--- config.mk ---
export PLATFORM = sky130hd
export DESIGN_NAME = imem
export DESIGN_NICKNAME = d
export VERILOG_FILES = /design/src/design/cpu_pkg.sv /design/src/design/imem.sv
export VERILOG_INCLUDE_DIRS = /design/src /design/src/design
export SDC_FILE = /design/constraint.sdc
export NUM_CORES = 2
export LEC_CHECK = 0
export BUFFER_PORTS_ARGS = -buffer_cell sky130_fd_sc_hd__buf_2
export CAP_MARGIN = 20
export CORE_ASPECT_RATIO = 0.75
export CORE_MARGIN = 1.5
export CORE_UTILIZATION = 40
export CTS_CLUSTER_SIZE = 20
export DETAILED_ROUTE_END_ITERATION = 7
export GPL_TIMING_DRIVEN = 0
export PLACE_DENSITY_LB_ADDON = 0.12
export SLEW_MARGIN = 20
export SYNTH_ARGS = -nofsm -noshare
export SYNTH_HDL_FRONTEND = slang
export SYNTH_SLANG_ARGS = --single-unit
--- constraint.sdc ---
create_clock -name clk -period 4.95 [get_ports clk]
set_input_delay 1.2375 -clock clk [delete_from_list [all_inputs] [get_ports clk]]
set_output_delay 1.2375 -clock clk [all_outputs]
set_load 0.01 [all_outputs]
--- src/design/cpu_params.svh ---
`ifndef CPU_PARAMS_SVH
`define CPU_PARAMS_SVH

// data word and instruction width
`define CPU_WORD_W 16

// program memory word address width
`define CPU_IMEM_AW 8

// data memory word address width
`define CPU_DMEM_AW 8

// general register count, register 0 reads zero
`define CPU_NREGS 16

`endif

--- src/design/cpu_pkg.sv ---
`include "cpu_params.svh"

package cpu_pkg;

  // one data word, instruction, pc or byte address
  typedef logic [`CPU_WORD_W-1:0] word_t;

  // register file index
  typedef logic [$clog2(`CPU_NREGS)-1:0] reg_idx_t;

  // flag vector, bit 2 is N, bit 1 is Z, bit 0 is V
  typedef logic [2:0] flags_t;

  // branch condition code from instr[11:9]
  typedef logic [2:0] cond_t;

  // program memory word index on the load port
  typedef logic [`CPU_IMEM_AW-1:0] imem_addr_t;

  // opcode field instr[15:12]
  typedef enum logic [3:0] {
    // register-register arithmetic, writes N, Z and V
    OP_ADD = 4'h0,
    OP_SUB = 4'h1,
    // logic ops, write Z only
    OP_XOR = 4'h2,
    OP_AND = 4'h3,
    // shifts by instr[3:0], write Z only
    OP_SLL = 4'h4,
    OP_SRL = 4'h5,
    OP_SRA = 4'h6,
    OP_OR  = 4'h7,
    // word load and store
    OP_LW  = 4'h8,
    OP_SW  = 4'h9,
    // byte inserts into rd
    OP_LLB = 4'hA,
    OP_LHB = 4'hB,
    // relative and register branches
    OP_B   = 4'hC,
    OP_BR  = 4'hD,
    // rd gets pc+2
    OP_PCS = 4'hE,
    // halt, pc holds
    OP_HLT = 4'hF
  } opcode_e;

endpackage

--- src/design/imem.sv ---
`timescale 1ns/1ps
`include "cpu_params.svh"

module imem (
  input  logic                clk,
  input  cpu_pkg::word_t      fetch_addr,
  output cpu_pkg::word_t      instr,
  input  logic                load_en,
  input  cpu_pkg::imem_addr_t load_addr,
  input  cpu_pkg::word_t      load_data
);

  import cpu_pkg::*;

  localparam int DEPTH = 1 << `CPU_IMEM_AW;

  imem_addr_t fetch_idx;

  // program words, kept across reset
  word_t mem [0:DEPTH-1];

  // pc is a byte address, bit 0 ignored
  assign fetch_idx = fetch_addr[`CPU_IMEM_AW:1];

  // fetch port
  assign instr = mem[fetch_idx];

  // load port, one word per edge
  always_ff @(posedge clk) begin
    if (load_en) begin
      mem[load_addr] <= load_data;
    end
  end

endmodule

### After elaboration in Yosys (flattened, before gate mapping)

Memory sizes are Yosys's and may differ from the RTL's.
Index checks and enable logic that the tools add are counted.

* bits in writable memories: 4096
* input port bits: 42
* output and inout port bits: 16
* memories: 1
* logic and storage cells: 3
* register bits: 0

Memory list
* mem: words 256, width 16, read ports 1, clocked after Yosys merged registers in 0, wr ports 1, RTL line imem.sv:20 `word_t mem [0:DEPTH-1];`

* multiplexer cells: 2

Operator list (number)
* 2-to-1 mux 1 bit: 2

### Depth between registers and ports, before layout

* depth in word-level cells: 2
* gate-level depth with buffers: 12
* mapped depth without buffers: 6

### Worst setup path before layout

Ideal clock, no wire load.

* path kind: input -> output
* start point: input port fetch_addr[1]
* end point: output port instr[10]
* data arrival time: 3256 ps
* cell stages on the path: 8
* setup slack: 457 ps
* path buffers: 3
* required time: 3713 ps
* path through: buf_6 buf_6 buf_2 mux4_2 mux4_2 a22o_1 o32ai_1 nor4_1

* longest elaborated chain between the ends: 1

RTL lines
* from (decl): RTL line imem.sv:6 `input cpu_pkg::word_t fetch_addr,`
* memory (256 x 16 bit)
* to (decl): RTL line imem.sv:7 `output cpu_pkg::word_t instr,`

Every way passes these cells.

### Worst setup path in the final report

* start point: input port fetch_addr[1]
* end point: output port instr[8]

The elaborated chain is that of the path after synthesis.

==> flow_summary.ini <==
[cts]
cts.clk_slew.worst_paths_ns = 0.06
h-tree-depth = 5
cts_root_buffer = clkbuf_16
cts_sinks = 4096
cts_tree = done
numCtsBuffers = 407
clock_path_buffers = 4

[logic_synthesis]
synth_edf_count = 4096
async_reset_ff_share_pct = 0
ys_ff_latch = 4096
synth.distinct_cells = 51
synthCells = 7344
synthDominantCellAreaShare_pct = 77.7
ys_warn_count = 0
yosysSeqAreaShare_pct = 77.7
syn_area_um2 = 158000
synthFlopType = edfxtp_1
syn_nets = 7386
ys_top_cells_by_area = edfxtp_1 78%, mux4_2 11%, mux2i_1 3.6%, o221ai_1 1.4%, nor2_1 0.72%
synth_top_cell_by_area = edfxtp_1
yosysMostFrequentCell = edfxtp_1
avgSynthCellArea_um2 = 21.6
yosys-top-cells-count = 4096 x edfxtp_1, 797 x mux4_2, 565 x mux2i_1

[sta]
setup_tns_ns = -9.65
maxSlewViolCount = 0
tightest_slew_ns = 1.21
rsz0062_at_grt = true
finalSetupViolations = 16
finalHoldViolations = 0
fin_ws_ns = -0.818
timing.final.crit_period_ns = 5.77
fmax_mhz = 173
fin_crit_sh_pct = 117
worst_hold_slack_ns = 0.511
worst_slew_margin_rel_pct = 18.9

[critical_path]
cp.required_ns = 3.71
endpoint = instr[8]
crit_path_end_kind = primary output
arrival_ns = 4.53
cp-start-kind = input port
cp_max_fo = 8
critPathKind = in2out
startpoint = fetch_addr[1]

[drt]
drt_iter0_markers = 12800
wl_met3_mm = 71.8
wirelength_mm = 553
drtAntennaViolNets = 0
drc = 0
firstDrtPassIters = 7
route.met2.wl_mm = 223
vias = 85000
vias_per_cell = 6.17
highest_layer = met5
drt-met1-wl_mm = 239
avgRoutedWirePerCell_um = 40.1

[place]
hpwlAfterDp_mm = 383
place_ws_ns = -2.99
portBuffers = 39
place_congestion = 1.02

[die]
start_util_pct = 40.3
die_w_um = 730
fp.coreArea_um2 = 393000
die_h_um = 548
die_area_um2 = 400000
num_io_pins = 58
placementRows = 199

[global_route]
grt-ovfl-total = 0
grt_use_total_pct = 27.1
grt_first_pass_wirelength_mm = 727
grt_pass1_vias = 80500
grt_max_degree = 125
antenna_found_initial = 45

[power]
total_power_w = 0.0743
powerDensity_nw_per_um2 = 389
comb_power_share_pct = 7.2
p_sw_w = 0.0171
p_sw_share_pct = 23.0
pwr-share-seq_pct = 51.5
clock_power_share_pct = 41.3
ir_worst_vdd_mv = 0.286
intPower_w = 0.0572
power_leakage_nw = 60.3

[finish]
area_growth_syn_to_layout_pct = 20.6
reg_top3 = mem (4096)
num-nets-final = 8229
n_fill_cell = 31900
regMostFlops = mem
largest_reg_flops = 4096
drive_gt1_share_pct = 34.9

[status]
outcome = finished with violations
violations = setup timing

[run]
maxCapViolations = 0

[hold_path]
hp-class = in2reg
==> power groups by stage <==
stage	clock, W	sequential, W	combinational (W)
after floorplan	0	0.0390	0.00191
after global placement	0	0.0391	0.00419
after detailed placement	0	0.0390	0.00446
after CTS	0.0310	0.0382	0.00510
after global routing	0.0323	0.0382	0.00542
final	0.0307	0.0382	0.00534
==> metrics by stage <==
stage	cell area [um^2]	utilization (%)	cells
after floorplan	158000	-	7344
after global placement	165000	42.0	12600
after detailed placement	171000	43.4	12900
after CTS	190000	48.3	13700
after global routing	191000	48.6	13800
final	191000	48.6	13800
==> worst min path at each step <==
stage / start / endpoint / depth (start not counted)
after floorplan: load_data[0] / mem[0][0] / 0
after CTS: load_data[3] / mem[94][3] / 1
after detailed placement: load_data[3] / mem[93][3] / 1
final: load_data[3] / mem[94][3] / 1
after global routing: load_data[3] / mem[94][3] / 1
after global placement: mem[218][11] / instr[11] / 7
==> logic make-up (layout without fill, tap and decap cells) <==
| group | count (synthesis) | after routing | synth area share [%] |
|---|---|---|---|
| muxes | 1450 | 1450 | 15.5 |
| buffers and inverters | 456 | 1640 | 1.70 |
| other | 0 | 15 | 0 |
| DFF | 4096 | 4096 | 77.7 |
| AOI/OAI and AO/OA | 786 | 786 | 3.54 |
| and+or+nand+nor | 556 | 556 | 1.58 |
==> per-layer routing <==
layer | vias to the layer above | GRT usage, %
met5 | - | 0.202
met4 | 4 | 8.01
met3 | 726 | 9.18
met2 | 4782 | 36.4
met1 | 46400 | 41.7
li1 | 33100 | -
==> layout make-up <==
| cell class | instances | area (um^2) | area share, % |
|---|---|---|---|
| Inverter | 4 | 21.3 | 0.0111 |
| Sequential cell | 4096 | 123000 | 64.4 |
| Clock buffer | 498 | 10600 | 5.57 |
| Clock inverter | 252 | 2290 | 1.20 |
| Timing Repair Buffer | 441 | 6000 | 3.14 |
| Buffer | 445 | 5220 | 2.73 |
| Antenna cell | 15 | 37.5 | 0.0196 |
| Tap cell | 5226 | 6540 | 3.42 |
| Multi-Input combinational cell | 2792 | 37300 | 19.5 |
==> critical path: stages <==
cell and delay, ns:
buf_16 0.14, buf_16 0.17, buf_16 0.16, buf_16 0.16, buf_16 0.17, buf_16 0.17, mux2i_1 0.13, o22ai_1 0.26
mux2i_1 0.15, a22oi_2 0.55, nand4_1 0.30, nor4_4 0.59, buf_2 0.23
==> cell usage in the layout (no fill, tap or decap), types with 40 or more instances in the layout <==
master     count
clkbuf_8      51
mux4_2       797
nor2_1        46
clkinv_1      94
mux2i_1      555
mux2_2        86
clkbuf_2      69
buf_16        94
nor2_4       104
buf_12       106
clkbuf_1     128
a21oi_1      134
o221ai_1     127
clkinv_2      86
nor2_2       154
clkbuf_16    420
clkbuf_4      60
buf_6        173
buf_2         40
o221ai_2     108
buf_8         80
o22ai_1      102
buf_4        158
edfxtp_1    4096
==> what timing repair did <==
action / 4_1_cts / 5_1_grt
hold buffers: 0 / 0
pin swaps: 140 / 98
cloned: 6 / 4
resized for setup: 1136 / 167
buffers inserted: 84 / 60
setup endpoints to repair: 16 / 16
Power figures use the tool's default switching activity.
