### src/design/cpu_params.svh
`ifndef CPU_PARAMS_SVH
`define CPU_PARAMS_SVH

// data word and instruction width
`define CPU_WORD_W 16

// program memory word address width
`define CPU_IMEM_AW 8

// data memory word address width
`define CPU_DMEM_AW 8

// general register count, register 0 reads zero
`define CPU_NREGS 16

`endif

### src/design/cpu_pkg.sv
`include "cpu_params.svh"

package cpu_pkg;

  // one data word, instruction, pc or byte address
  typedef logic [`CPU_WORD_W-1:0] word_t;

  // register file index
  typedef logic [$clog2(`CPU_NREGS)-1:0] reg_idx_t;

  // flag vector, bit 2 is N, bit 1 is Z, bit 0 is V
  typedef logic [2:0] flags_t;

  // branch condition code from instr[11:9]
  typedef logic [2:0] cond_t;

  // program memory word index on the load port
  typedef logic [`CPU_IMEM_AW-1:0] imem_addr_t;

  // opcode field instr[15:12]
  typedef enum logic [3:0] {
    // register-register arithmetic, writes N, Z and V
    OP_ADD = 4'h0,
    OP_SUB = 4'h1,
    // logic ops, write Z only
    OP_XOR = 4'h2,
    OP_AND = 4'h3,
    // shifts by instr[3:0], write Z only
    OP_SLL = 4'h4,
    OP_SRL = 4'h5,
    OP_SRA = 4'h6,
    OP_OR  = 4'h7,
    // word load and store
    OP_LW  = 4'h8,
    OP_SW  = 4'h9,
    // byte inserts into rd
    OP_LLB = 4'hA,
    OP_LHB = 4'hB,
    // relative and register branches
    OP_B   = 4'hC,
    OP_BR  = 4'hD,
    // rd gets pc+2
    OP_PCS = 4'hE,
    // halt, pc holds
    OP_HLT = 4'hF
  } opcode_e;

endpackage

### src/design/reg_file.sv
`timescale 1ns/1ps
`include "cpu_params.svh"

module reg_file (
  input  logic              clk,
  input  logic              rst_n,
  input  cpu_pkg::reg_idx_t rd_idx_a,
  input  cpu_pkg::reg_idx_t rd_idx_b,
  output cpu_pkg::word_t    rd_data_a,
  output cpu_pkg::word_t    rd_data_b,
  input  logic              wr_en,
  input  cpu_pkg::reg_idx_t wr_idx,
  input  cpu_pkg::word_t    wr_data
);

  import cpu_pkg::*;

  // register storage, entry 0 stays at its reset value
  word_t regs [0:`CPU_NREGS-1];

  // write port, index 0 writes are dropped
  always_ff @(posedge clk or negedge rst_n) begin
    if (!rst_n) begin
      for (int i = 0; i < `CPU_NREGS; i++) begin
        regs[i] <= '0;
      end
    end else if (wr_en && (wr_idx != '0)) begin
      regs[wr_idx] <= wr_data;
    end
  end

  // combinational read ports
  // no write-through, a write shows up on the next cycle
  assign rd_data_a = (rd_idx_a == '0) ? '0 : regs[rd_idx_a];
  assign rd_data_b = (rd_idx_b == '0) ? '0 : regs[rd_idx_b];

endmodule

### config.mk
export PLATFORM = sky130hd
export DESIGN_NAME = reg_file
export DESIGN_NICKNAME = d
export VERILOG_FILES = /design/src/design/cpu_pkg.sv /design/src/design/reg_file.sv
export VERILOG_INCLUDE_DIRS = /design/src /design/src/design
export SDC_FILE = /design/constraint.sdc
export NUM_CORES = 1
export LEC_CHECK = 0
export ABC_AREA = 1
export ABC_CLOCK_PERIOD_IN_PS = 1300
export BUFFER_PORTS_ARGS = -buffer_cell sky130_fd_sc_hd__clkbuf_2
export CAP_MARGIN = 20
export CORE_MARGIN = 10
export CORE_UTILIZATION = 44
export CTS_CLUSTER_DIAMETER = 50
export DETAILED_ROUTE_END_ITERATION = 10
export SYNTH_ARGS = -nofsm -noshare
export SYNTH_HDL_FRONTEND = slang
export SYNTH_SLANG_ARGS = --single-unit
export TNS_END_PERCENT = 1
### constraint.sdc
create_clock -name clk -period 1.3 [get_ports clk]
set_clock_uncertainty 0.05 [all_clocks]
set_input_delay 0.195 -clock clk [delete_from_list [all_inputs] [get_ports clk]]
set_output_delay 0.195 -clock clk [all_outputs]
set_load 0.01 [all_outputs]
# Word-level counts from Yosys, hierarchy flattened
# Cells that the tools add are included.
totals:
  reg_bits: 256
  word_cells: 39
  in_bits: 31
  out_inout_bits: 32
classes:
  mux: 11
  magnitude_cmp: 4
  bitwise_logic: 3
  n_reduce_logical: 5
op_table:
  columns: ["op", "count"]
  rows:
  - ["256-bit bitwise mux", 1]
  - ["16-bit binary-select mux with 4-bit select", 2]
  - ["16-bit two-way mux", 7]
  - ["16-bit demux with 4-bit select", 1]
  - ["5-bit greater-or-equal comparator (second input constant)", 3]
  - ["4-bit inverter with 5-bit output", 3]
  - ["4-bit zero test", 2]
  - ["5-bit by 1-bit < comparator with 1-bit output (second input constant)", 1]
  - ["4-bit nonzero test", 1]
  - ["1-bit logical AND", 2]

# Longest topological paths before layout
# Gate-level depths: netlist of the first run.
depth:
  depth_word: 6
  ltp_mapped: 10
  ltp_nobuf: 8

# Worst setup path after synthesis of the first run
# OpenSTA, ideal clock, no wires.
synth_path:
  kind: "input port to output port"
  start: "input rd_idx_a[3]"
  end: "output rd_data_a[10]"
  path_slack_ns: -0.135
  t_required_ns: 1.055
  stages: 7
  path_buffers: 2
  arrival_ns: 1.190
  cell_sequence: "buf_2 -> nor2_1 -> buf_4 -> nand2_1 -> nand2_1 -> inv_1 -> a21oi_1"
synth_between:
  elab_chain_cells: 5
  word_cells_on_any_way: 6
  classes_between: "mux (4); bitwise (1); reduce/logical (1)"
synth_rtl:
  columns: ["item", "line_no", "rtl"]
  rows:
  - ["from (decl)", "reg_file.sv:7", "input cpu_pkg::reg_idx_t rd_idx_a,"]
  - ["4-bit inverter with 5-bit output (not written as such)", "reg_file.sv:34", "assign rd_data_a = (rd_idx_a == '0) ? '0 : regs[rd_idx_a];"]
  - ["16-bit binary-select mux with 4-bit select", "reg_file.sv:34", null]
  - ["16-bit two-way mux (not written as such) (2 in a row)", "reg_file.sv:34", null]
  - ["16-bit two-way mux *", "reg_file.sv:34", null]
  - ["to (decl)", "reg_file.sv:9", "output cpu_pkg::word_t rd_data_a,"]
# Every way passes the cells marked *; elsewhere a longest branch is shown, timed or not. The select of a mux whose other input is x is not followed.

# Worst setup path after layout of the first run
layout_path:
  start: "register regs[76] in the netlist's numbering"
  end: "output rd_data_a[12]"
layout_between:
  elab_chain_cells: 4
layout_rtl:
  columns: ["item", "line_no", "rtl"]
  rows:
  - ["from (decl)", "reg_file.sv:19", "word_t regs [0:`CPU_NREGS-1];"]
  - ["from (signal, indexed assignment)", "reg_file.sv:28", "regs[wr_idx] <= wr_data;"]
  - ["16-bit binary-select mux with 4-bit select", "reg_file.sv:34", null]
  - ["16-bit two-way mux (not written as such) (2 in a row)", "reg_file.sv:34", null]
  - ["16-bit two-way mux", "reg_file.sv:34", null]
# Every way passes these cells. The select of a mux whose other input is x is not followed.

==> results_dict.tcl, run 1 <==
set metrics [dict create \
    list_of_cells_traversed_by_the_critical_path "inv_1 -> nand2_1 -> nand3_1 -> nand3_1 -> nand3_2 -> a21oi_2 -> buf_2" \
    vias_in_the_first_global_route 14700 \
    antenna_left 0 \
    globalplace.congestion 0.903 \
    timing.critical_path.arrival_ps 1740 \
    timing.critical_path.to_type "output port" \
    worstPathBufferInverterCount 2 \
    grt_first_pass_wirelength_um 83900 \
    grt.total_usage_pct 25.3 \
    startpoint_type "flip-flop" \
    dr_total_vias 15300 \
    cts_tree "yes" \
    timing.final.ws_setup_ps -690 \
    net_total_in_the_final_layout 2457 \
    floorplan.die.width_um 205 \
    clock_sinks 256 \
    placed_area_um2 17100 \
    finalCriticalPeriod_ps 1990 \
    worst_path_max_delay_cell "dfrtp_1" \
    drt_wl_total_um 52900 \
    global_route.overflow_total 0 \
    detailedRoute.firstIterationViolations 1648 \
    routed_wire_per_std_cell_um 18.2 \
    max-cap-violations 0 \
    numCtsBuffers 37 \
    synth_seq_area_share_pct 42.5 \
    rsz0062_at_grt "yes" \
    worst_hold_slack_ps 35.8 \
    fill_cells 3233 \
    timing.critical_path.max_delay_family "simple AND/OR/NAND/NOR gates" \
    largest_register_ffs 256 \
    floorplan.core_area_um2 33600 \
    route.detailed.vias_per_inst 5.29 \
    synth_cell_type_count 17 \
    grt_start_max_net_pins 82 \
    critPathMaxStageDelay_ps 350 \
    hold_class "primary input to flip-flop" \
    timing.fmax_ghz 0.503 \
    failing_checks "negative setup slack" \
    initial_core_utilization_pct 44.8 \
    clk_transition_reported_paths_ps 50 \
    final.setup.tns_ps -18980 \
    detail_route.first_pass.iterations 7 \
    clock_path_buffers 3 \
    pin_count 63 \
    setup_violations 32 \
    port-buffer-count 62 \
    synth_fp_nets 2343 \
    remaining_drc_errors 0 \
    worstSetupPathType "flip-flop to output port" \
    worst_max_slew_pin_slew_ps 480 \
    syn_inst 2312 \
    flow.area_growth_from_synthesis_pct 26.0 \
    layout_top_registers "regs: 256 flops" \
    timing_hold_violations_final 0 \
    cts.root.buffer_cell "clkbuf_16" \
    dieHeight_um 205 \
    die_area_um2 42000 \
    hpwlAfterDp_um 36500 \
    worst_ir_drop_vdd_mv 1.05 \
    most_prevalent_standard_cell_on_the_critical_path "nand3_1" \
    syn-mean-instance-area_um2 6.52 \
    yosys_warnings 0 \
    timing.slew.headroom_pct 68.0 \
    final_area_um2 19000 \
    synth_top_cell_by_area "dfrtp_1" \
    cts-htree-levels 2 \
    drive_gt1_share_pct 17.9 \
    clkLatencyLatePin_ps 520 \
    site_row_count 67 \
    cellPowerDensity_nw_per_um2 1450 \
    antenna_violations_before_repair 0 \
    post_synth_instance_area_um2 15100 \
    registers.top_by_ff_count "regs" \
    final_min_period_over_clock_period_pct 153 \
    outcome "complete, but fails checks" \
    critPathMaxFanout 2 \
    reg2reg_setup_slack_ps 380 \
    synth_area_leaders "dfrtp_1 43%, nand2_1 23%, nand3_1 12%" \
    final-max-slew-violation-count 0 \
    proportion_of_netlist_area_held_by_the_largest_area_contributor_pct 42.5 \
    critical_path_required_ps 1050 \
    leakage_nw 9.95 \
    ys_seq_elements 256 \
]
==> worst paths after layout <==
kind	startpoint	to	cells past startpoint
worst min-delay path	wr_data[0]	regs[128]$_DFFE_PN0P_	3
max in group asynchronous	rst_n	regs[67]$_DFFE_PN0P_	3
worst min register to register	regs[245]$_DFFE_PN0P_	regs[245]$_DFFE_PN0P_	0
worst max-delay path	regs[76]$_DFFE_PN0P_	rd_data_a[12]	7
min in group asynchronous	rst_n	regs[167]$_DFFE_PN0P_	2
worst max register to register	regs[236]$_DFFE_PN0P_	regs[236]$_DFFE_PN0P_	4
==> through the flow <==
stage | total power (W) | worst slack, ps | utilization [%] | instances
after floorplan | 0.0144 | -26.8 | - | 2312
after global placement | 0.0168 | -545 | 50.9 | 2817
after detailed placement | 0.0169 | -534 | 50.9 | 2817
after CTS | 0.0275 | -687 | 55.7 | 2897
after global routing | 0.0293 | -753 | 56.5 | 2900
final | 0.0276 | -690 | 56.5 | 2901
==> per-layer routing <==
| metal | track usage, % | part of all wire [%] | vias to the layer above |
|---|---|---|---|
| met4 | 6.54 | 2.4 | 0 |
| met5 | 0 | 0 | - |
| met2 | 37.9 | 43 | 693 |
| met1 | 36.2 | 45 | 7172 |
| li1 | - | - | 7374 |
| met3 | 5.42 | 9.5 | 105 |
==> power by group <==
group	switching (W)	internal (W)	total (W)
Sequential	0.000749	0.00957	0.0103
Clock	0.00384	0.00645	0.0103
Combinational	0.00431	0.00267	0.00698
==> worst min-delay path, cell delays in order <==
cell      delay (ps)
clkbuf_2         220
nand2_1           70
o21ai_0           60
==> Yosys cell counts, drive strengths merged <==
cell type / instances
nor2: 12
buf: 92
inv: 314
clkbuf: 83
o21ai: 240
nor4: 2
nand3: 355
nor3: 2
nand2: 924
dfrtp: 256
a21oi: 32
==> cell type report <==
cell class | instances | area (um2) | share of cell area [%]
Antenna cell | 1 | 2.50 | 0.0132
Tap cell | 448 | 561 | 2.95
Multi-Input combinational cell | 1567 | 7170 | 37.8
Sequential cell | 256 | 6410 | 33.7
Inverter | 314 | 1180 | 6.23
Clock inverter | 18 | 208 | 1.09
Clock buffer | 47 | 1070 | 5.61
Timing Repair Buffer | 250 | 2390 | 12.6
==> cells in the final DEF (no fill, tap or decap), types with 3 or more instances in the layout <==
cell / count
clkbuf_16: 39
nand2_2: 19
inv_1: 265
nand3_4: 4
buf_12: 43
clkbuf_2: 36
a21oi_4: 7
inv_6: 3
buf_2: 12
inv_2: 47
a21oi_2: 25
dfrtp_1: 256
clkinv_4: 6
buf_4: 131
nand2_1: 902
nand3_1: 326
clkinv_2: 4
bufinv_16: 3
nor2_2: 4
nand2_4: 3
nor2_1: 6
o21ai_0: 238
buf_6: 9
dlygate4sd3_1: 16
buf_8: 3
clkbuf_8: 6
nand3_2: 25
==> cell families after synthesis <==
family	Yosys count	synth area share (%)
AND/OR/NAND/NOR	1295	35.5
AO/OA/AOI/OAI	272	9.04
buffers and inverters	489	12.9
flip-flops	256	42.5
==> repair_timing <==
action | 4_1_cts | 5_1_grt
hold endpoints to repair | 313 | 0
setup endpoints to repair | 32 | 32
resized for setup | 70 | 85
hold buffers | 16 | 0
setup buffers | 0 | 3
pin swaps | 40 | 38
No activity file was read; power rests on OpenSTA's default activity.
==> run 2: changes to the inputs <==
Settings changed: CAP_MARGIN 20 to 0, CORE_MARGIN 10 to 2, PLACE_DENSITY set to 0.7.
==> run 2 against run 1 <==
Against the previous run:
- hold slack improved by 66 ps
- wire length shrank 5.4%
- highest routed layer unchanged
- via count grew 1.9%
- first-iteration DRC count rose by 5.9%
- global-route usage grew 2.8 points
- final cell count shrank 0.17%
- worst setup slack improved by 24 ps
- non-clock buffer count grew 3
- die area shrank 15%
- the flow still finishes with violations (negative setup slack)
- clock power down 14%
- combinational power grew 4.0%
==> results_dict.tcl, run 2 (same netlist as run 1, synthesis figures left out) <==
set metrics [dict create \
    final-max-slew-violation-count 0 \
    intPower_w 0.0175 \
    route.detailed.vias_per_inst 5.40 \
    worst_ir_drop_vdd_mv 1.06 \
    cts.root.buffer_cell "clkbuf_16" \
    startpoint_type "flip-flop" \
    layout_top_registers "regs: 256 flops" \
    grt.total_usage_pct 28.1 \
    timing.slew.headroom_pct 54.9 \
    clock_path_buffers 3 \
    site_row_count 67 \
    power_frac_clock_pct 33.4 \
    net_total_in_the_final_layout 2457 \
    dieHeight_um 189 \
    timing.critical_path.arrival_ps 1720 \
    vias_in_the_first_global_route 14800 \
    timing.final.ws_setup_ps -665 \
    critPathMaxStageDelay_ps 340 \
    flow.area_growth_from_synthesis_pct 26.0 \
    timing_hold_violations_final 0 \
    floorplan.core_area_um2 33600 \
    grt_first_pass_wirelength_um 80200 \
    post_place_setup_slack_ps -719 \
    hpwlAfterDp_um 34400 \
    registers.top_by_ff_count "regs" \
    drt_wl_total_um 50100 \
    grt_start_max_net_pins 62 \
    dr_total_vias 15600 \
    die_area_um2 35700 \
    power_frac_comb_pct 27.4 \
    drive_gt1_share_pct 20.6 \
    worst_max_slew_pin_slew_ps 676 \
    routed_wire_per_std_cell_um 17.3 \
    pin_count 63 \
    critPathLaunch "regs[166]$_DFFE_PN0P_" \
    rsz0062_at_grt "yes" \
    failing_checks "negative setup slack" \
    cts-htree-levels 2 \
    timing.critical_path.max_delay_family "simple AND/OR/NAND/NOR gates" \
    timing.fmax_ghz 0.509 \
    power.share.switching_pct 33.7 \
    worst_setup_path_endpoint "rd_data_b[6]" \
    reg2regPathDepth 4 \
    final_min_period_over_clock_period_pct 151 \
    worstPathBufferInverterCount 3 \
    final_core_utilization_pct 56.4 \
    critPathMaxFanout 3 \
    outcome "complete, but fails checks" \
    n_antenna_cell 0 \
    worst_r2r_startpoint "regs[200]$_DFFE_PN0P_" \
    numCtsBuffers 34 \
    final_cell_mix "882 x nand2_1, 305 x nand3_1, 256 x dfrtp_1" \
    critical_path_required_ps 1050 \
    worst_path_max_delay_cell "dfrtp_1" \
    cellPowerDensity_nw_per_um2 1400 \
    clock_sinks 256 \
    worstSetupPathType "flip-flop to output port" \
    pwr-share-seq_pct 39.2 \
    leakage_nw 9.89 \
    finalCriticalPeriod_ps 1970 \
    clkLatencyLatePin_ps 510 \
    setup_violations 32 \
    antenna_violations_before_repair 0 \
    antenna_left 0 \
    timing.critical_path.to_type "output port" \
    remaining_drc_errors 0 \
    initial_core_utilization_pct 44.8 \
    netSwitchingPower_w 0.00892 \
    list_of_cells_traversed_by_the_critical_path "inv_2 -> nand2_2 -> nand3_2 -> nand2_2 -> nand2_1 -> nand2_1 -> inv_2 -> a21oi_2 -> buf_2" \
    mostFrequentLayoutCell "nand2_1" \
    clk_transition_reported_paths_ps 50 \
    global_route.overflow_total 0 \
    detailedRoute.firstIterationViolations 1745 \
    port-buffer-count 62 \
    max-cap-violations 0 \
    floorplan.die.width_um 189 \
    largest_register_ffs 256 \
    worst_r2r_endpoint "regs[200]$_DFFE_PN0P_" \
    cts_tree "yes" \
    reg2reg_setup_slack_ps 340 \
    detail_route.first_pass.iterations 6 \
    worstSetupPathDepth 9 \
    globalplace.congestion 0.934 \
    hold_class "primary input to async pin" \
]
==> run 2: changes by cell type in the layout (fill, tap and decap cells not counted), sizes merged <==
cell and delta:
buf +6, clkbuf -11, clkinvlp +2, bufinv -2, inv -1, dlygate4sd3 +1
diode -1, clkinv +1
==> run 2: routing by layer <==
| layer | GRT usage [%] | part of all wire (%) | vias up |
|---|---|---|---|
| met5 | 0 | 0 | - |
| met4 | 8.71 | 2.8 | 0 |
| met3 | 6.38 | 11 | 116 |
| met2 | 41.8 | 43 | 819 |
| met1 | 40.5 | 44 | 7334 |
| li1 | - | - | 7372 |
==> run 2: power by group through the flow <==
stage / clock network [W] / logic [W] / registers (W)
after floorplan: 0 / 0.00424 / 0.0102
after global placement: 0 / 0.00640 / 0.0103
after detailed placement: 0 / 0.00657 / 0.0104
after CTS: 0.00895 / 0.00690 / 0.0103
after global routing: 0.00927 / 0.00817 / 0.0105
final: 0.00884 / 0.00726 / 0.0104
==> run 2: how the worst min path moves through the flow <==
stage                     slack, ps  cells past startpoint                     to
final                           100                      2  regs[172]$_DFFE_PN0P_
after CTS                       120                      2  regs[188]$_DFFE_PN0P_
after floorplan                -150                      0    regs[0]$_DFFE_PN0P_
after global routing            130                      2  regs[172]$_DFFE_PN0P_
after global placement           50                      1  regs[156]$_DFFE_PN0P_
after detailed placement         50                      1  regs[188]$_DFFE_PN0P_
==> run 2: layout make-up <==
type,instances,area [um2]
multi-input cells,1567,7380
clock buffers,40,903
repair buffers,253,2380
clock inverters,18,153
flip-flops and latches,256,6410
well taps,448,561
inverters,314,1190
fillers,3142,14600
==> run 2: per-stage QoR <==
step	total power (W)	std cells	TNS, ps	instance area (um2)	hold WS [ps]
2_1_floorplan	0.0144	2312	-405	15200	-151
6_report	0.0265	2896	-19090	19000	102
4_1_cts	0.0262	2892	-19050	18700	116
3_5_place_dp	0.0170	2816	-23460	17100	50.7
3_3_place_gp	0.0167	2816	-20190	17100	53.1
5_1_grt	0.0280	2896	-21620	19000	127
==> run 2: repair_timing <==
item                       CTS  global route
hold endpoints to repair   320             0
setup endpoints to repair   32            32
hold buffers                17             0
pin swaps                   74            47
setup buffers                6             4
resized for setup          108           131
