===== config.mk =====
export PLATFORM = sky130hd
export DESIGN_NAME = pc_ctrl
export DESIGN_NICKNAME = d
export VERILOG_FILES = /design/src/design/cpu_pkg.sv /design/src/design/pc_ctrl.sv
export VERILOG_INCLUDE_DIRS = /design/src /design/src/design
export SDC_FILE = /design/constraint.sdc
export NUM_CORES = 1
export LEC_CHECK = 0
export ABC_AREA = 1
export BUFFER_PORTS_ARGS = -buffer_cell sky130_fd_sc_hd__buf_2
export CAP_MARGIN = 15
export CORE_ASPECT_RATIO = 0.8
export CORE_MARGIN = 2
export CORE_UTILIZATION = 55
export CTS_BUF_LIST = sky130_fd_sc_hd__clkbuf_8
export DETAILED_ROUTE_END_ITERATION = 16
export GPL_TIMING_DRIVEN = 0
export PLACE_DENSITY_LB_ADDON = 0.25
export SLEW_MARGIN = 10
export SYNTH_ARGS = -nofsm -noshare
export SYNTH_HDL_FRONTEND = slang
export SYNTH_SLANG_ARGS = --single-unit

===== constraint.sdc =====
create_clock -name clk -period 5.45 [get_ports clk]
set_input_delay 1.09 -clock clk [delete_from_list [all_inputs] [get_ports clk]]
set_output_delay 1.09 -clock clk [all_outputs]
set_load 0.02 [all_outputs]

===== src/design/cpu_params.svh =====
`ifndef CPU_PARAMS_SVH
`define CPU_PARAMS_SVH

// data word and instruction width
`define CPU_WORD_W 16

// program memory word address width
`define CPU_IMEM_AW 8

// data memory word address width
`define CPU_DMEM_AW 8

// general register count, register 0 reads zero
`define CPU_NREGS 16

`endif


===== src/design/cpu_pkg.sv =====
`include "cpu_params.svh"

package cpu_pkg;

  // one data word, instruction, pc or byte address
  typedef logic [`CPU_WORD_W-1:0] word_t;

  // register file index
  typedef logic [$clog2(`CPU_NREGS)-1:0] reg_idx_t;

  // flag vector, bit 2 is N, bit 1 is Z, bit 0 is V
  typedef logic [2:0] flags_t;

  // branch condition code from instr[11:9]
  typedef logic [2:0] cond_t;

  // program memory word index on the load port
  typedef logic [`CPU_IMEM_AW-1:0] imem_addr_t;

  // opcode field instr[15:12]
  typedef enum logic [3:0] {
    // register-register arithmetic, writes N, Z and V
    OP_ADD = 4'h0,
    OP_SUB = 4'h1,
    // logic ops, write Z only
    OP_XOR = 4'h2,
    OP_AND = 4'h3,
    // shifts by instr[3:0], write Z only
    OP_SLL = 4'h4,
    OP_SRL = 4'h5,
    OP_SRA = 4'h6,
    OP_OR  = 4'h7,
    // word load and store
    OP_LW  = 4'h8,
    OP_SW  = 4'h9,
    // byte inserts into rd
    OP_LLB = 4'hA,
    OP_LHB = 4'hB,
    // relative and register branches
    OP_B   = 4'hC,
    OP_BR  = 4'hD,
    // rd gets pc+2
    OP_PCS = 4'hE,
    // halt, pc holds
    OP_HLT = 4'hF
  } opcode_e;

endpackage


===== src/design/pc_ctrl.sv =====
`timescale 1ns/1ps
`include "cpu_params.svh"

module pc_ctrl (
  input  logic             clk,
  input  logic             rst_n,
  input  cpu_pkg::opcode_e opcode,
  input  cpu_pkg::cond_t   cond,
  input  logic [8:0]       br_imm,
  input  cpu_pkg::word_t   rs_data,
  input  cpu_pkg::flags_t  flags,
  output cpu_pkg::word_t   pc,
  output cpu_pkg::word_t   pc_plus2
);

  import cpu_pkg::*;

  logic  flag_n;
  logic  flag_z;
  logic  flag_v;
  logic  taken;
  word_t br_target;
  word_t pc_next;

  // unpack the flag register, ordered N, Z, V
  assign flag_n = flags[2];
  assign flag_z = flags[1];
  assign flag_v = flags[0];

  // sequential fetch address
  assign pc_plus2 = pc + word_t'(2);

  // relative target is pc+2 plus the sign-extended word offset
  assign br_target = pc_plus2 + {{(`CPU_WORD_W-10){br_imm[8]}}, br_imm, 1'b0};

  // condition table, shared by B and BR
  always_comb begin
    case (cond)
      3'b000:  taken = ~flag_z;
      3'b001:  taken = flag_z;
      3'b010:  taken = ~flag_z & ~flag_n;
      3'b011:  taken = flag_n;
      3'b100:  taken = flag_z | ~flag_n;
      3'b101:  taken = flag_n | flag_z;
      3'b110:  taken = flag_v;
      default: taken = 1'b1;
    endcase
  end

  // next pc select
  always_comb begin
    pc_next = pc_plus2;
    if (opcode == OP_HLT) begin
      // halt keeps refetching the same word
      pc_next = pc;
    end else if (opcode == OP_B && taken) begin
      pc_next = br_target;
    end else if (opcode == OP_BR && taken) begin
      // register target taken as is
      pc_next = rs_data;
    end
  end

  // pc register, updates every edge
  always_ff @(posedge clk or negedge rst_n) begin
    if (!rst_n) begin
      pc <= '0;
    end else begin
      pc <= pc_next;
    end
  end

endmodule


-- After elaboration in Yosys (flattened, before gate mapping)
Index checks and enable logic that the tools add are counted.
- input bits: 37
- flip-flop bits (word level): 16
- equal/unequal tests: 9
- muxes and demuxes: 3
- bitwise gates (word level): 5
- add/sub/neg operators: 2
- reductions and logical operators: 3
- operators with widths (cell ; count):
    two-way mux 16 bit ; 2
    adder 16 bit ; 1
    adder 16 x 2 -> 16 bit (second input constant) ; 1
    equality test 4 bit (second input constant) ; 3
    equality test 3 bit (second input constant) ; 3
    one-hot mux 1 bit (7 select lines) ; 1
    equality test 3 x 2 -> 1 bit (second input constant) ; 2
    equality test 3 x 1 -> 1 bit (second input constant) ; 1
    zero test 3 bit ; 1
    logical AND 1 bit ; 2
    inverter 1 bit ; 2
    bitwise OR 1 bit ; 2
    bitwise AND 1 bit ; 1

-- Depth between registers and ports, before layout
Gate-level depths: netlist (run 1).
- word-level depth: 6
- mapped depth: 19
- gate-level depth less buffers: 19

-- Worst setup path before layout (run 1)
Ideal clock, no wire load.
- path kind: register to register
- from: register pc[1]
- to: register pc[11]
- setup time: 0.077 ns
- stages on the path, launching flop included: 15
- arrival time: 2.597 ns
- path buffers: 0
- setup slack: 2.775 ns
- path through: dfrtp_1 ha_1 nand3_2 inv_2 nand2_2 xnor2_1 ha_1 nand2_1 inv_1 nand2_1 nand2_1 nand3b_1 xor2_1 nand2_1 a21oi_1
- cells in the longest elaborated chain, start to end: 3
- elaborated cells between the ends (all ways): 4
- those cells by class: add/sub: 2; mux: 2
- RTL lines (what ; line ; RTL):
    from (decl) ; pc_ctrl.sv:12 ; output cpu_pkg::word_t pc,
    from (signal assigned) ; pc_ctrl.sv:69 ; pc <= pc_next;
    adder 16 x 2 -> 16 bit ; pc_ctrl.sv:31 ; assign pc_plus2 = pc + word_t'(2);
    named net pc_plus2[9] ; pc_ctrl.sv:13 ; output cpu_pkg::word_t pc_plus2
    adder 16 bit ; pc_ctrl.sv:34 ; assign br_target = pc_plus2 + {{(`CPU_WORD_W-10){br_imm[8]}}, br_imm, 1'b0};
    two-way mux 16 bit ; pc_ctrl.sv:56 ; end else if (opcode == OP_B && taken) begin
The timed path passes the listed nets, and every way through them passes these cells.
A chain may end at the register's enable or synchronous reset.

-- Final worst setup path (run 1)
- from: register pc[1]
- to: output pc_plus2[9]
- cells in the longest elaborated chain, start to end: 1
- RTL lines (what ; line):
    adder 16 x 2 -> 16 bit ; pc_ctrl.sv:31
    to (decl) ; pc_ctrl.sv:13
No other way between the ends.

==> summary.txt, run 1 <==
Status
  • Status: completed

Routing
  • Avg WL per Cell: roughly 13 um
  • Detail Route Antenna Nets: 0
  • DRC Markers: 0
  • Final WL: 6.67 mm
  • Vias/cell: just over 5
  • Via count: roughly 2700
  • Starting DRT DRC Count: ~250
  • First-pass DRT Iterations: 4

Clocking
  • Post_cts resized: 0
  • Postcts setup bufs: 0
  • Htree depth: 1
  • Worst-Skew Late Latency: ~0.25 ns
  • Root Buffer Master: clkbuf_8
  • Clk slew on worst S/H paths: about 0.060 ns
  • Clock Sinks: 16
  • CTS hold repair buffers: 0
  • Num CTS Buffers: 3
  • CTS tree: built
  • CTS Buffer Depth: 2

Layout
  • Biggest register: pc
  • Fill count: approximately 430
  • Most common library cell in the layout ignoring fill and taps: nand2_1
  • Ant diodes: 0
  • Most frequent cells in the layout: nand2_1, buf_2, inv_1
  • Area grow syn2layout: 19.9%
  • Register Area: between 400 and 500 um2
  • Top flop regs: pc x16
  • Non-Filler Instances: 524
  • Nets: around 520
  • Layout cell share with drive strength beyond 1: between 20% and 30%
  • Cell area after layout: about 2800 um2
  • Multi-input logic area: 1680 um2
  • Max reg flops: 16

Critical path
  • CP Max Fanout: 6
  • Startpoint type of the worst setup path: flop
  • Crit. End Element: output port
  • Crit path DAT: approximately 2.0 ns
  • Crit Path Class: reg2out
  • Largest stage delay on the critical path: roughly 0.45 ns
  • Critical Path Slowest Stage Cell: xnor2_1
  • CP cell instances: ha_1, nand3_2, inv_2, nand2_2, xnor2_1, buf_2
  • WP data required: between 4 and 5 ns

Timing
  • Final Hold Fails: 0
  • Setup TNS Final: 0 ns
  • Max Clock Skew: ~0.00070 ns
  • Final Slew Violations: 0
  • Max-slew headroom: 63.4%
  • Setup-failing EPs final: 0
  • Slew at the pin closest to its max-slew limit: roughly 0.55 ns
  • Fmax: about 320 MHz
  • RSZ-0062 raised after global routing: no
  • Period minus WS final: slightly above 3 ns
  • Final worst path period share: about 57%

Logic synthesis
  • Yosys warning count: 0
  • Gate Count Post-Synth: approximately 400
  • Flops & latches, synth: 16
  • Number of enable flip-flop cells after synthesis: 0
  • Syn Nets: between 400 and 500
  • Cell variety after synth: 39
  • Syn_area_per_cell: around 6 um2
  • Synth Flop Type: dfrtp_1
  • Synthesized cell area: about 2300 um2
  • Sequential-to-total area share from yosys stat: roughly 17%
  • Asr flop ratio synth: 100%

Global routing
  • Largest net degree at the start of global routing: 17
  • Grt ovf: 0
  • First-pass GRT wire length: 11.1 mm
  • Total global routing track utilization: about 28%
  • Vias in the first global route: between 2000 and 2500
  • Antenna violations before repair: 0

Placed design
  • RePlAce Congestion: between 0.9 and 1
  • Placed insts: between 500 and 600
  • IO buf count: a little under 70
  • DP Area: roughly 2800 um2
  • DP Wirelength: approximately 5.6 mm

Die
  • I/O Pins: 69
  • Die width: 77.1 um
  • Std-Cell Rows: 21
  • Die Y: approximately 62 um
  • Total core area: a little over 4000 um2
  • Die area: ~4800 um2
  • Effective utilization at floorplan: a little under three fifths

Pwr
  • Pleak: between 1.5 and 2 nW
  • Max rail drop VDD: ~0.35 mV
  • Total chip power: between 1.5 and 2 mW
  • Cell Pwr Density: ~550 nW/um2

Job
  • Max-cap violations: 0

Hold path
  • Hold WC Path Type: reg2reg
==> critical path, delay by kind of cell (launching register included) <==
family	cells	cell delay, ns
xor gates and xnor gates	1	0.45
DFF	1	0.44
buffers and inverters	2	0.39
adders and majority gates	1	0.24
and+or+nand+nor	2	0.23
==> path summary, 6_finish.rpt <==
| kind | slack, ns | from | cells past startpoint | to |
|---|---|---|---|---|
| max in group asynchronous | 4.44 | rst_n | 1 | pc[3]$_DFFE_PN0P_ |
| worst max-delay path | 2.36 | pc[1]$_DFFE_PN0P_ | 6 | pc_plus2[9] |
| worst min-delay path | 0.51 | pc[0]$_DFFE_PN0P_ | 2 | pc[0]$_DFFE_PN0P_ |
| min in group asynchronous | 0.74 | rst_n | 1 | pc[9]$_DFFE_PN0P_ |
| worst max register to register | 2.68 | pc[1]$_DFFE_PN0P_ | 16 | pc[10]$_DFFE_PN0P_ |
| worst min register to register | 0.51 | pc[0]$_DFFE_PN0P_ | 2 | pc[0]$_DFFE_PN0P_ |
==> cell families after synthesis <==
kind of cell / share of synthesized area (%)
compound gates: 8.36
xor+xnor: 5.54
fa+ha+maj: 10.4
buf+inv: 11.5
flops: 17.0
simple gates: 47.1
==> synth_stat cells (3+ instances only) <==
cell type,instances,area (um2)
nand2_2,5,31.3
nor2_2,3,18.8
xnor2_1,5,43.8
inv_1,56,210
inv_2,4,15.0
nand3_1,39,195
nor2_1,43,161
dfrtp_1,16,400
nor2_4,3,33.8
xor2_1,8,70.1
o21ai_0,5,25.0
ha_1,18,225
a21oi_1,20,100
nand4_1,7,43.8
nand2_1,131,492
==> routing by layer <==
layer | up-vias | wire length (um) | track usage, %
li1 | 1393 | - | -
met1 | 1186 | 3080 | 39.7
met2 | 110 | 2970 | 46.5
met3 | 6 | 567 | 5.49
met4 | 0 | 55 | 4.24
met5 | - | 0 | 0
==> power by group <==
group / internal, mW / switching (mW) / total [mW] / leakage [nW]
Combinational: 0.408 / 0.767 / 1.17 / 1.43
Sequential: 0.172 / 0.0845 / 0.257 / 0.188
Clock: 0.0641 / 0.0423 / 0.106 / 0.0288
Total: 0.644 / 0.894 / 1.54 / 1.65
==> final cells by class <==
| cell class | count | area share (%) |
|---|---|---|
| Sequential cell | 16 | 14.2 |
| Inverter | 62 | 8.36 |
| Multi-Input combinational cell | 312 | 59.6 |
| Tap cell | 57 | 2.53 |
| Timing Repair Buffer | 68 | 12.1 |
| Clock buffer | 4 | 1.96 |
| Buffer | 5 | 1.24 |
==> per-stage QoR <==
stage                     setup slack, ns  hold WS, ns  util, %
final                                2.36        0.513     67.8
after global routing                 2.31        0.553     67.8
after CTS                            2.43        0.520     67.8
after detailed placement             2.69        0.498     66.5
after global placement               2.70        0.499     66.5
after floorplan                      2.78        0.602        -
Power figures use the tool's default switching activity.
==> run 2, diff against run 1 <==
ABC_AREA = 0   (was 1)
CORE_UTILIZATION = 52   (was 55)
clock period = 3.13 ns   (was 5.45 ns; I/O delays follow)
==> summary.txt, run 2 <==
Critical path
  • WP data required: 3.27 ns
  • Delay-heaviest family, CP: simple AND/OR/NAND/NOR gates
  • Critical Path Slowest Stage Cell: or2_2
  • Crit path DAT: 3.17 ns
  • Worst Path Buf+Inv: 1
  • Largest stage delay on the critical path: 0.39 ns
  • CP Max Fanout: 7
  • RR Endpoint: pc[14]$_DFFE_PN0P_
  • CP cell instances: buf_2, nand4_1, nor2_2, nand3_1, or2_2, xnor2_2, ha_1, nand4_1, nand2b_1, o2111ai_1, xor2_1, a221o_1
  • Crit. End Element: flop
  • Worst R2R Path Depth: 12
  • Reg-to-reg slack, setup: between 0.1 and 0.15 ns
  • Worst r2r src: pc[3]$_DFFE_PN0P_
  • Most frequent cell on the critical path: nand4_1
  • Crit Path Class: reg2reg
  • Startpoint type of the worst setup path: flop

Placed design
  • Pre-CTS WS: -0.0465 ns
  • IO buf count: 67
  • Placed insts: ~370
  • RePlAce Congestion: a little under 0.9
  • DP Wirelength: 4.63 mm
  • DP Area: around 2400 um2

Logic synthesis
  • Syn_area_per_cell: about 7.9 um2
  • Yosys warning count: 0
  • Gate Count Post-Synth: approximately 250
  • Number of enable flip-flop cells after synthesis: 0
  • Asr flop ratio synth: 100%
  • Syn Nets: 310
  • Yosys top cell area share: 20.1%
  • Post-synth top area cell: dfrtp_1
  • Top cells by area, synth: dfrtp_1, ha_1, xnor2_1
  • Synthesized cell area: roughly 2000 um2
  • Synth Flop Type: dfrtp_1
  • Sequential-to-total area share from yosys stat: between 20% and 30%
  • Flops & latches, synth: 16
  • Cell variety after synth: 58
  • Synth top cells by count: nand2_1, nor2_1, ha_1

Timing
  • Max-slew headroom: 37.7%
  • Max Clock Skew: around 0.0023 ns
  • Setup-failing EPs final: 0
  • Final worst path period share: roughly 97%
  • Setup TNS Final: 0 ns
  • Final Slew Violations: 0
  • Period minus WS final: between 3 and 4 ns
  • Slew at the pin closest to its max-slew limit: slightly above 0.9 ns
  • Fmax: roughly 330 MHz
  • Final Hold Fails: 0
  • RSZ-0062 raised after global routing: yes
  • Final worst setup slack: 0.103 ns
  • WHS: 0.286 ns

Layout
  • Most frequent cells in the layout: buf_2, nand2_1, nor2_1
  • Ant diodes: 0
  • Area grow syn2layout: 25.7%
  • Layout cell share with drive strength beyond 1: between 30% and 40%
  • Register Area: 400 um2
  • Multi-input logic area: ~1600 um2
  • Non-Filler Instances: roughly 370
  • Most common library cell in the layout ignoring fill and taps: buf_2
  • Max reg flops: 16
  • Cell area after layout: around 2500 um2
  • Top flop regs: pc x16
  • Fill count: 320
  • Biggest register: pc
  • Nets: 380
  • Post-Route Utilization: 67.3%

Die
  • Std-Cell Rows: 20
  • Effective utilization at floorplan: a little over half
  • Die width: 73.3 um
  • Total core area: 3730 um2
  • I/O Pins: 69
  • Die area: about 4400 um2
  • Die Y: roughly 59 um

Routing
  • Avg WL per Cell: approximately 16 um
  • First-pass DRT Iterations: 5
  • Vias/cell: between 6 and 7
  • Final WL: around 6.0 mm
  • Via count: 2246
  • Detail Route Antenna Nets: 0
  • Starting DRT DRC Count: between 300 and 400
  • DRC Markers: 0

Pwr
  • Pleak: about 1.1 nW
  • Max rail drop VDD: about 0.57 mV
  • Total chip power: 2.63 mW
  • Cell Pwr Density: between 1000 and 1500 nW/um2

Clocking
  • CTS tree: built
  • Worst-Skew Late Latency: about 0.25 ns
  • Root Buffer Master: clkbuf_8
  • Num CTS Buffers: 3
  • CTS hold repair buffers: 0
  • Clk slew on worst S/H paths: approximately 0.06 ns
  • Clock Sinks: 16
  • Htree depth: 1
  • CTS Buffer Depth: 2

Global routing
  • Grt ovf: 0
  • Largest net degree at the start of global routing: 17
  • GR peak layer: met1
  • Total global routing track utilization: 28.1%
  • Met1 usage: between 40% and 50%
  • Antenna violations before repair: 0
  • First-pass GRT wire length: between 9 and 10 mm
  • Met2 Use GR: about two fifths
  • Vias in the first global route: 1880
  • Met3 GRT Util: under 10%

Job
  • Max-cap violations: 0

Status
  • Status: completed

Hold path
  • Hold WC Path Type: in2async
-- run 2: cell types whose count changed in the layout (fill, tap and decap cells not counted), sizes merged, moves of 5 or more --
cell | previous run | this run
nand2 | 138 | 22
inv | 61 | 11
nand3 | 41 | 10
nor2 | 49 | 22
o21ai | 7 | 20
a211oi | 0 | 7
xnor2 | 5 | 12
nor4 | 0 | 5
-- run 2: worst reg2reg max path: stages, from the launching register on --
cell and delay (ns):
dfrtp_1 0.33, buf_2 0.18, nand4_1 0.16, nor2_2 0.21, nand3_1 0.18, or2_2 0.39
xnor2_2 0.25, ha_1 0.29, nand4_1 0.11, nand2b_1 0.11, o2111ai_1 0.15, xor2_1 0.20
a221o_1 0.36
-- run 2: where the power goes --
group / internal (mW) / switching [mW] / leakage (nW)
Combinational: 0.781 / 1.23 / 0.935
Clock: 0.0854 / 0.0705 / 0.0216
Sequential: 0.306 / 0.160 / 0.185
Total: 1.17 / 1.46 / 1.14
-- run 2: logic make-up after synthesis --
family | count (synthesis) | share of synthesized area, %
fa+ha+maj | 19 | 12.3
xor+xnor | 22 | 10.4
flops | 16 | 20.1
buf+inv | 24 | 5.39
compound gates | 81 | 27.7
mux | 3 | 1.63
simple gates | 89 | 22.5
-- run 2: final cells by class --
class | count | share of cell area, %
multi-input combinational | 214 | 62.7
inverter | 11 | 1.65
tap | 44 | 2.19
buffer | 10 | 2.19
clock buffer | 3 | 1.65
timing repair buffer | 68 | 13.7
sequential | 16 | 16.0
-- run 2: what timing repair did --
action                     in CTS  in global routing
hold endpoints to repair        0                  0
pin swaps                       0                  2
gates resized for setup         2                 14
buffers inserted                0                  1
setup endpoints to repair       2                  7
-- run 2: metal layers --
layer	vias up	wire length, um
met3	9	536
met2	113	2670
met4	0	80
met1	1039	2750
met5	-	0
li1	1085	-
-- run 2: worst max path at each step --
stage	from	endpoint	slack, ns	cells after the start
5_1_grt	pc[3]$_DFFE_PN0P_	pc[14]$_DFFE_PN0P_	-0.05	12
4_1_cts	pc[1]$_DFFE_PN0P_	pc[14]$_DFFE_PN0P_	0.009	11
6_report	pc[3]$_DFFE_PN0P_	pc[14]$_DFFE_PN0P_	0.10	12
3_5_place_dp	pc[1]$_DFFE_PN0P_	pc[14]$_DFFE_PN0P_	-0.05	11
3_3_place_gp	pc[1]$_DFFE_PN0P_	pc[15]$_DFFE_PN0P_	-0.01	11
2_1_floorplan	pc[3]$_DFFE_PN0P_	pc[14]$_DFFE_PN0P_	0.005	12
